## config.mk

```make
export PLATFORM = sky130hd
export DESIGN_NAME = dprx_msa_top
export DESIGN_NICKNAME = d
export VERILOG_FILES = /design/src/hw/dprx_msa_pkg.sv /design/src/hw/dprx_msa_top.sv /design/src/hw/msa_irq_ctrl.sv /design/src/hw/msa_read_mux.sv /design/src/hw/msa_lane_buffer.sv
export SDC_FILE = /design/constraint.sdc
export NUM_CORES = 2
export LEC_CHECK = 0
export ABC_AREA = 0
export BUFFER_PORTS_ARGS = -buffer_cell sky130_fd_sc_hd__buf_2
export CAP_MARGIN = 20
export CORE_ASPECT_RATIO = 0.5
export CORE_MARGIN = 2
export CORE_UTILIZATION = 50
export DETAILED_ROUTE_END_ITERATION = 8
export GPL_ROUTABILITY_DRIVEN = 0
export PLACE_DENSITY = 0.7
export SYNTH_ARGS = -nofsm -noshare
export SYNTH_HDL_FRONTEND = slang
export SYNTH_SLANG_ARGS = --single-unit
```

## constraint.sdc

```tcl
create_clock -name CLK_IN -period 6.3 [get_ports CLK_IN]
set_input_delay 0 -clock CLK_IN [delete_from_list [all_inputs] [get_ports CLK_IN]]
set_output_delay 0 -clock CLK_IN [all_outputs]
set_load 0.02 [all_outputs]
```

## src/hw/dprx_msa_pkg.sv

```systemverilog
// ##############################
// Shared constants and types for the DP RX MSA capture
// Link lane, link, read request and read response structs
// ##############################

package dprx_msa_pkg;

    // Link geometry
    localparam int NUM_LANES = 4;
    localparam int SPL       = 2;   // Symbols per lane per clock
    localparam int SYM_W     = 8;

    // Index widths for lanes and sublanes
    localparam int LANE_W = $clog2(NUM_LANES);
    localparam int SUB_W  = $clog2(SPL);

    // Sublane RAM sizing
    localparam int RAM_WORDS = 32;
    localparam int RAM_ADR_W = 5;

    // Read port
    localparam int IDX_W  = 5;
    localparam int WORD_W = 16;

    // Lane control codes
    localparam logic [1:0] LANES_1 = 2'd1;
    localparam logic [1:0] LANES_2 = 2'd2;
    localparam logic [1:0] LANES_4 = 2'd3;

    // One lane for one clock
    // Bit j of every flag field belongs to sublane j
    typedef struct packed {
        logic [SPL-1:0]             sol;    // Start of line
        logic [SPL-1:0]             eol;    // End of line
        logic [SPL-1:0]             vid;    // Video data
        logic [SPL-1:0]             sec;    // Secondary packet
        logic [SPL-1:0]             msa;    // Main stream attributes
        logic [SPL-1:0]             vbid;   // VB-ID
        logic [SPL-1:0]             k;      // Control symbol
        logic [SPL-1:0][SYM_W-1:0]  dat;
    } lnk_lane_t;

    // Whole receive link
    typedef struct packed {
        logic                           lock;
        lnk_lane_t [NUM_LANES-1:0]      lane;
    } lnk_t;

    // Read request, single cycle strobe
    typedef struct packed {
        logic               strobe;
        logic               first;  // First word of a readout, clears the interrupt
        logic [IDX_W-1:0]   idx;    // Word index
    } msa_req_t;

    // Read response, one cycle after the strobe
    typedef struct packed {
        logic               vld;
        logic [WORD_W-1:0]  dat;
    } msa_rsp_t;

endpackage
```

## src/hw/dprx_msa_top.sv

```systemverilog
// ##############################
// DP RX MSA capture top level
// Lane buffers, read mux, interrupt and link pass-through
// ##############################

`timescale 1ns/1ps

module dprx_msa_top
    import dprx_msa_pkg::*;
(
    input  logic        CLK_IN,
    input  logic        rst,
    input  logic [1:0]  lanes,      // Must stay static during a packet
    input  lnk_t        lnk_snk,
    output lnk_t        lnk_src,
    input  msa_req_t    req,
    output msa_rsp_t    rsp,
    output logic        irq
);

    logic [NUM_LANES-1:0][SPL-1:0][SYM_W-1:0]   lane_dat;
    logic [NUM_LANES-1:0][SPL-1:0]              lane_rd;
    logic [NUM_LANES-1:0]                       lane_eop;

    // Stream passes on without MSA and secondary packets
    always_comb
    begin
        lnk_src = lnk_snk;
        for (int i = 0; i < NUM_LANES; i++)
        begin
            lnk_src.lane[i].msa = '0;
            lnk_src.lane[i].sec = '0;
        end
    end

    for (genvar i = 0; i < NUM_LANES; i++)
    begin : gen_lane
        msa_lane_buffer lane_buf_i
        (
            .CLK_IN     (CLK_IN),
            .rst        (rst),
            .lane_in    (lnk_snk.lane[i]),
            .rd         (lane_rd[i]),
            .dat        (lane_dat[i]),
            .eop        (lane_eop[i])
        );
    end

    msa_read_mux read_mux_i
    (
        .CLK_IN     (CLK_IN),
        .rst        (rst),
        .lanes      (lanes),
        .req        (req),
        .lane_dat   (lane_dat),
        .lane_rd    (lane_rd),
        .rsp        (rsp)
    );

    msa_irq_ctrl irq_ctrl_i
    (
        .CLK_IN     (CLK_IN),
        .rst        (rst),
        .lanes      (lanes),
        .lock       (lnk_snk.lock),
        .eop        (lane_eop),
        .req        (req),
        .irq        (irq)
    );

endmodule

```

## src/hw/msa_irq_ctrl.sv

```systemverilog
// ##############################
// Per-lane packet done flags and MSA interrupt
// ##############################

`timescale 1ns/1ps

module msa_irq_ctrl
    import dprx_msa_pkg::*;
(
    input  logic                    CLK_IN,
    input  logic                    rst,
    input  logic [1:0]              lanes,
    input  logic                    lock,
    input  logic [NUM_LANES-1:0]    eop,
    input  msa_req_t                req,
    output logic                    irq
);

    logic [NUM_LANES-1:0]   done;       // Sticky end of packet per lane
    logic                   all_done;

    always_comb
    begin
        case (lanes)
            LANES_4 : all_done = &done;
            LANES_2 : all_done = &done[1:0];
            LANES_1 : all_done = done[0];
            default : all_done = 1'b0;
        endcase
    end

    always_ff @(posedge CLK_IN)
    begin
        if (rst || !lock)
            done <= '0;
        else if (irq)
            done <= '0;     // Rearm for the next packet
        else
            done <= done | eop;
    end

    always_ff @(posedge CLK_IN)
    begin
        if (rst || !lock)
            irq <= 1'b0;
        else if (req.strobe && req.first)
            irq <= 1'b0;
        else if (all_done)
            irq <= 1'b1;
    end

endmodule

```

## src/hw/msa_read_mux.sv

```systemverilog
// ##############################
// Word index decode and response register
// ##############################

`timescale 1ns/1ps

module msa_read_mux
    import dprx_msa_pkg::*;
(
    input  logic                                        CLK_IN,
    input  logic                                        rst,
    input  logic [1:0]                                  lanes,
    input  msa_req_t                                    req,
    input  logic [NUM_LANES-1:0][SPL-1:0][SYM_W-1:0]    lane_dat,
    output logic [NUM_LANES-1:0][SPL-1:0]               lane_rd,
    output msa_rsp_t                                    rsp
);

    logic [LANE_W-1:0]  hi_lane;    // Upper byte source
    logic [SUB_W-1:0]   hi_sub;
    logic [LANE_W-1:0]  lo_lane;    // Lower byte source
    logic [SUB_W-1:0]   lo_sub;
    logic               vld_q;
    logic [WORD_W-1:0]  dat_q;

    // Word index to lane and sublane positions
    always_comb
    begin
        case (lanes)
            LANES_4 :
            begin
                // Lanes 0 and 1 on even words, 2 and 3 on odd words
                hi_lane = {req.idx[0], 1'b0};
                lo_lane = {req.idx[0], 1'b1};
                hi_sub  = SUB_W'(req.idx[1]);
                lo_sub  = SUB_W'(req.idx[1]);
            end

            LANES_2 :
            begin
                hi_lane = LANE_W'(0);
                lo_lane = LANE_W'(1);
                hi_sub  = SUB_W'(req.idx[0]);
                lo_sub  = SUB_W'(req.idx[0]);
            end

            default :
            begin
                // Single lane, both bytes from lane 0
                hi_lane = LANE_W'(0);
                lo_lane = LANE_W'(0);
                hi_sub  = SUB_W'(0);
                lo_sub  = SUB_W'(1);
            end
        endcase
    end

    // Read strobes advance the pointers at the same edge the word is taken
    always_comb
    begin
        lane_rd = '0;
        if (req.strobe)
        begin
            lane_rd[hi_lane][hi_sub] = 1'b1;
            lane_rd[lo_lane][lo_sub] = 1'b1;
        end
    end

    always_ff @(posedge CLK_IN)
    begin
        if (rst)
            vld_q <= 1'b0;
        else
            vld_q <= req.strobe;
    end

    always_ff @(posedge CLK_IN)
    begin
        if (req.strobe)
            dat_q <= {lane_dat[hi_lane][hi_sub], lane_dat[lo_lane][lo_sub]};
    end

    assign rsp = '{vld: vld_q, dat: dat_q};

endmodule

```

## src/hw/msa_lane_buffer.sv

```systemverilog
// ##############################
// MSA capture buffer for one link lane
// Sublane RAMs, pointers, packet edges and phase alignment
// ##############################

`timescale 1ns/1ps

module msa_lane_buffer
    import dprx_msa_pkg::*;
(
    input  logic                        CLK_IN,
    input  logic                        rst,
    input  lnk_lane_t                   lane_in,
    input  logic [SPL-1:0]              rd,     // Read strobes, aligned order
    output logic [SPL-1:0][SYM_W-1:0]   dat,    // Read data, aligned order
    output logic                        eop
);

    logic               msa_any;
    logic               msa_any_q;      // Previous cycle had MSA symbols
    logic               sop;
    logic [SUB_W-1:0]   ph;             // Sublane of the first MSA byte
    logic [SPL-1:0]     ram_rd;         // Read strobes, physical order
    logic [SYM_W-1:0]   dout [SPL];     // Read data, physical order

    // Packet edges from the MSA flags
    assign msa_any = |lane_in.msa;
    assign sop     = msa_any && !msa_any_q;
    assign eop     = !msa_any && msa_any_q;

    always_ff @(posedge CLK_IN)
    begin
        if (rst)
            msa_any_q <= 1'b0;
        else
            msa_any_q <= msa_any;
    end

    // Phase is taken from the first cycle of the packet
    always_ff @(posedge CLK_IN)
    begin
        if (rst)
            ph <= '0;
        else if (sop)
        begin
            if (lane_in.msa == SPL'(2))
                ph <= SUB_W'(1);    // Starts on sublane 1
            else
                ph <= '0;
        end
    end

    for (genvar j = 0; j < SPL; j++)
    begin : gen_sub
        logic [SYM_W-1:0]       ram [RAM_WORDS];
        logic [RAM_ADR_W-1:0]   wp;
        logic [RAM_ADR_W-1:0]   rp;

        always_ff @(posedge CLK_IN)
        begin
            if (lane_in.msa[j])
                ram[wp] <= lane_in.dat[j];
        end

        // Write pointer restarts whenever the sublane is idle
        always_ff @(posedge CLK_IN)
        begin
            if (rst || !lane_in.msa[j])
                wp <= '0;
            else
                wp <= wp + 1'b1;
        end

        always_ff @(posedge CLK_IN)
        begin
            if (rst || eop)
                rp <= '0;
            else if (ram_rd[j])
                rp <= rp + 1'b1;
        end

        assign dout[j] = ram[rp];   // Asynchronous read
    end

    // Rotate back into arrival order
    // Aligned sublane k lives in physical sublane k + ph
    always_comb
    begin
        ram_rd = '0;
        for (int k = 0; k < SPL; k++)
        begin
            dat[k]                        = dout[(k + int'(ph)) % SPL];
            ram_rd[(k + int'(ph)) % SPL]  = rd[k];
        end
    end

endmodule

```

# After elaboration in Yosys (flattened, before gate mapping)
# Memories as Yosys holds them, arrays and structs flattened. A register that Yosys moved wholly into a read port is not among the register bits.
# Index checks and enable logic that the tools add are counted.
classes:
  add_sub_neg: 20
  bitwise: 18
  eq_ne: 7
  mux: 102
  order_cmp: 32
  reduce_logical: 59
ops:
  columns: ["op", "n"]
  rows:
  - ["$ge A32 B2 Y1 const B", 8]
  - ["$mux W8", 29]
  - ["$not A1 Y32", 4]
  - ["$not A32 Y32", 4]
  - ["$add A5 B1 Y5 const B", 16]
  - ["$mux W5", 16]
  - ["$bmux W16 S2", 2]
  - ["$mux W16", 2]
  - ["$mux W1", 30]
  - ["$logic_and A1 B1 Y1", 21]
  - ["$lt A2 B3 Y1 const B", 6]
  - ["$logic_not A1 Y1", 17]
  - ["$logic_or A1 B1 Y1", 13]
  - ["$eq A2 B2 Y1 const B", 6]
  - ["$ge A2 B1 Y1 const B", 6]
  - ["$lt A1 B2 Y1 const B", 6]
  - ["$reduce_or A2 Y1", 6]
  - ["$demux W1 S1", 10]
  - ["$and A2 B2 Y2", 4]
  - ["$bwmux W2", 4]
  - ["$demux W2 S2", 2]
  - ["$or A8 B8 Y8", 1]
  - ["$ge A1 B1 Y1 const B", 6]
  - ["$mux W2", 3]
  - ["9 further kinds", 16]
word_totals:
  ramBits: 2048
  inputBits: 132
  n_memories: 8
  elab_cells: 274
  output_inout_bits: 139
  reg_bits: 110
mem_list:
  columns: ["memory", "depth", "word_bits", "rd", "rd_ports_with_merged_regs", "write_ports", "line", "rtl"]
  rows:
  - ["gen_lane[0].lane_buf_i.gen_sub[0].ram", 32, 8, 1, 1, 1, "msa_lane_buffer.sv:55", "logic [SYM_W-1:0] ram [RAM_WORDS];"]
  - ["gen_lane[0].lane_buf_i.gen_sub[1].ram", 32, 8, 1, 1, 1, "msa_lane_buffer.sv:55", null]
  - ["gen_lane[1].lane_buf_i.gen_sub[0].ram", 32, 8, 1, 1, 1, "msa_lane_buffer.sv:55", null]
  - ["gen_lane[1].lane_buf_i.gen_sub[1].ram", 32, 8, 1, 1, 1, "msa_lane_buffer.sv:55", null]
  - ["gen_lane[2].lane_buf_i.gen_sub[0].ram", 32, 8, 1, 1, 1, "msa_lane_buffer.sv:55", null]
  - ["gen_lane[2].lane_buf_i.gen_sub[1].ram", 32, 8, 1, 1, 1, "msa_lane_buffer.sv:55", null]
  - ["2 more memories", null, null, null, null, null, null, null]

# Depth between registers and ports, before layout
logic_depth:
  word_depth: 14
  mapped_depth: 10
  ltp_nobuf: 6

# Cells and area by module
# A second synthesis with hierarchy kept.
unflattened:
  hier_cells: 4059
  hier_area_um2: 86670.6
modules_own_cells:
  columns: ["module", "area_per_inst_um2", "n_inst", "seq_area_each_um2", "cells_per_inst"]
  rows:
  - ["msa_lane_buffer at gen_lane[0].lane_buf_i ...", 21070.2, 3, 16015.4, 950]
  - ["msa_lane_buffer at gen_lane[3].lane_buf_i", 21069.0, 1, 16015.4, 951]
  - ["msa_read_mux", 1288.7, 1, 500.5, 118]
  - ["dprx_msa_top", 912.1, 1, 0.0, 122]
  - ["msa_irq_ctrl", 190.2, 1, 100.1, 18]

# Worst setup path after synthesis
# Ideal clock, no wire load.
synth_timing:
  path_kind: "register to register"
  startpoint: "register with a tool-made name"
  endpoint: "register read_mux_i.dat_q[10] (data pin)"
  path_stages_with_launch: 8
  synth_period_minus_slack_ps: 2437
  t_required_ps: 6034
  n_path_buf: 2
  arrival_time_ps: 2171
  setup_ps: 266
  setup_slack_ps: 3863
  cell_sequence: "dfxtp_1 clkbuf_1 buf_1 mux4_2 mux4_2 nor2b_1 nor4_1 o21ai_1"
synth_rtl:
  columns: ["item", "line", "rtl"]
  rows:
  - ["to (signal assigned)", "msa_read_mux.sv:80", "dat_q <= {lane_dat[hi_lane][hi_sub], lane_dat[lo_lane][lo_sub]};"]
  - ["to (decl)", "msa_read_mux.sv:24", "logic [WORD_W-1:0] dat_q;"]

==> flow_results.org <==
** Outcome
- Outcome :: completed

** Global route
- Global-route wire length before repair :: 269 mm
- GR Layer Usage met3 :: 3.03%
- Global routing met1 resource utilization :: 28.8%
- In the global route stage, overall resource usage came out at about 20%.
- Peak-usage layer in the global routing report :: met2
- Initial antenna violation count :: 5
- Remaining global-route overflow :: 0
- Entering global routing, the biggest net connects 67 pins.
- The via count of the first global-routing pass came to 42.3k.
- Met2 global-route usage :: around 34%

** Setup path
- Slowest library cell on the worst path :: dfxtp_4
- Crit start category :: register
- CP Max Fanout :: 47
- Critical path class :: register to register
- Arrival time of data at the critical path endpoint :: 4.55 ns
- The critical path goes through buf_4, mux4_2, mux4_2, nor2b_1, nor4_1, o21ai_1.
- Worst-case register-to-register setup slack :: 2.26 ns
- Data on the critical path is required at its endpoint by 6.81 ns.
- Endpoint kind of the worst setup timing path :: register
- Largest stage delay on the critical path :: between 0.9 and 1 ns
- Most used cell along the critical path :: mux4_2

** Routing
- In this run, the number of DRC markers left after iteration 0 of detailed routing was between 4k and 5k.
- Detailed Route WL :: about 180 mm
- Routed Antenna Nets :: 0
- The final route contains 41.9k vias.
- DRC viols :: 0
- First-pass iteration count of the detailed router :: 5
- Vias per cell :: a little under 6
- Wire length per cell :: ~25 um

** Yosys
- Yosys mapped the design onto 57 distinct sky130hd cell types.
- Synth Area in Compound Gates :: about 2.4%
- Main combinational cell family by area after synthesis :: multiplexers
- Number of storage elements in the synthesis netlist :: 2198
- The synthesized design contains 2064 enable-type register cells.
- For this run, asynchronously set or reset flops after synthesis account for 0%.
- Cell area after synthesis :: 0.0863 mm2
- Arithmetic-cell share of the synthesized area counting full adders, half adders and majority gates :: 0.580%
- Seq/Total Area, Yosys :: 74.9%
- After synthesis, the share of cell area in mux cells is between 10 and 15%.
- For this run, the number of Yosys warnings is 0.
- Most common cell in the synthesized netlist :: edfxtp_1
- Of all cell types, the one taking the most synthesized area is edfxtp_1.
- Averaged over all synthesized cells, the footprint is 19.3 um2.
- Mapped Cells :: 4478
- Parity-gate share of the synthesized area counting xor and xnor cells :: 0.639%
- After synthesis, the most frequently instantiated cells are edfxtp_1 (2064), mux4_2 (452), nor2_1 (419).
- Post-synth top flop :: edfxtp_1
- After synthesis, the cell types taking the most area are edfxtp_1 (72%), mux4_2 (12%), dfxtp_1 (3.1%).
- Summing the areas of all and, or, nand and nor instances in the mapped netlist gives approximately 4.3% of the synthesized area.
- The synthesized design devotes to its leading area cell type 71.8% of total area.

** Finish
- Registers take 0.0647 mm2.
- From synthesis to final layout, the design area changed by 10.7%.
- Counting the fill cells in the layout gives 12.6k.
- Fraction of the core area covered by cells at the end of the flow :: 55.9%
- Summing all multi-input logic gate instances after layout gives 0.0196 mm2.
- Fraction of final layout cells with drive strength greater than 1 :: 20.6%
- The final layout contains 4827 nets.

** Die
- Area of the core :: 0.171 mm2
- Top-Level Pins :: between 200 and 300
- Number of core rows :: 107
- The die is 298 um tall.
- Initial core utilization :: 50.5%
- Die width :: 592 um
- The die covers ~0.18 mm2.

** STA
- Setup slack closes at 2.26 ns.
- The count of endpoints failing hold in the final timing report was 0.
- The clock period could shrink to 4.04 ns.
- Max Clock Freq :: 0.248 GHz
- Finish-stage setup viols :: 0
- The count of final max-slew check failures was 0.
- On the final layout, the worst clock skew is 0.0344 ns.
- Post-route setup TNS :: 0 ns
- RSZ-0062 raised after global routing :: no
- Fin crit share :: between 60% and 70%
- Worst slew pin tran :: 1.20 ns
- Remaining max-slew budget at the tightest pin :: roughly a fifth

** Worst hold path
- The worst hold path begins at lnk_snk[46].
- The min-delay analysis places its worst path in the category primary input to output port.

** Clock network
- Root Driver :: clkbuf_16
- The longest clock path from root to sink contains 4 buffers.
- Clock transition at path regs :: approximately 0.07 ns
- The number of clock buffers added by TritonCTS is 190.
- Hold repair after CTS inserted 90 buffers.
- The clock reaches the later pin of the worst-skew pair after about 0.8 ns.
- The clock net in this run drives a total of 2198 sinks.
- Once the clock tree was built, the setup fixing pass inserted 0 buffers.
- Deepest level of the CTS H-tree :: 4
- Clock tree from TritonCTS :: yes
- Gates resized, CTS repair :: 0

** Run
- Total of max-cap violations :: 0

** Power and ir drop
- For this design the ratio of total power to cell area is approximately 300 mW/mm2.
- VDD sags by at most 203 uV.
- In this run the static leakage power is 29.1 nW.

** Place
- Once detailed placement completed, the half-perimeter wirelength came to 112 mm.
- During placement, the flow inserted port buffers numbering 163.
- Worst slack, placed :: 2.19 ns
[logic make-up after synthesis]
group,count (synthesis)
multiplexers,710
AND/OR/NAND/NOR,794
AO/OA/AOI/OAI,307
XOR/XNOR,63
adder cells (fa/ha/maj),40
buffers and inverters,365
flip-flops,2198
other,1
[stage by stage]
step	cells	power, mW	cell area, um2	hold WS, ns
after floorplan	4493	17.1	86400	0.0956
after global placement	6659	17.5	88500	0.000137
after detailed placement	6659	17.5	88500	0.000137
after CTS	7088	29.0	95500	0.000137
after global routing	7093	29.7	95500	0.0000515
final	7093	28.9	95500	0.00000883
[path summary, 6_finish.rpt]
kind	end	cells past startpoint
max	read_mux_i.dat_q[9]	6
min	lnk_src[46]	0
max reg2reg	read_mux_i.dat_q[9]	6
min reg2reg	register	2
[per-layer routing]
layer | vias to the layer above | part of all wire (%)
li1 | 18229 | -
met1 | 21835 | 41
met2 | 1524 | 50
met3 | 271 | 6.7
met4 | 0 | 2.4
met5 | - | 0
[state kept, by name, indices dropped and copies added, names as in the netlist, named ones only]
| register | count |
|---|---|
| gen_lane.lane_buf_i.gen_sub.ram | 2048 |
| gen_lane.lane_buf_i.gen_sub.rp | 40 |
| gen_lane.lane_buf_i.gen_sub.wp | 40 |
| read_mux_i.dat_q | 16 |
| gen_lane.lane_buf_i.msa_any_q | 4 |
| gen_lane.lane_buf_i.ph | 4 |
| irq_ctrl_i.done | 4 |
| irq_ctrl_i.irq | 1 |
| read_mux_i.vld_q | 1 |
[report_power, final]
group / switching [mW] / total (mW) / internal [mW]
sequential: 0.100 / 16.1 / 16.0
clock: 5.05 / 11.6 / 6.58
combinational: 0.685 / 1.09 / 0.406
total: 5.83 / 28.9 / 23.0
[placed cells by master, fill, tap and decap left out, types with 23 or more instances in the layout]
cell              n
inv_1            33
buf_2           166
mux4_2          452
dfxtp_1         118
clkbuf_1         54
nor2_1          419
o22ai_1          73
clkinv_2         26
a21oi_1          54
clkbuf_16       194
buf_4            45
edfxtp_1       2064
nand2_1          96
dlygate4sd3_1    90
nand3_1          54
nand3b_1         33
clkbuf_8         23
nor4_1           37
a22oi_1          92
nor2b_1          52
ha_1             40
mux2i_1         243
xor2_1           41
[critical path, delay by kind of cell (launching register included)]
kind                   cells  cell delay, ns
AOI/OAI and AO/OA          1            0.15
buffers and inverters      1            0.38
DFF                        1            0.98
muxes                      2            1.08
and+or+nand+nor            2            1.12
[area by class of cell]
class / count / share of cell area, %
flip-flops and latches: 2198 / 67.7
multi-input cells: 1930 / 20.6
clock buffers: 271 / 5.62
well taps: 2289 / 3.00
repair buffers: 301 / 2.17
clock inverters: 68 / 0.782
inverters: 34 / 0.134
diodes: 2 / 0.00524
No activity file was read; power rests on OpenSTA's default activity.
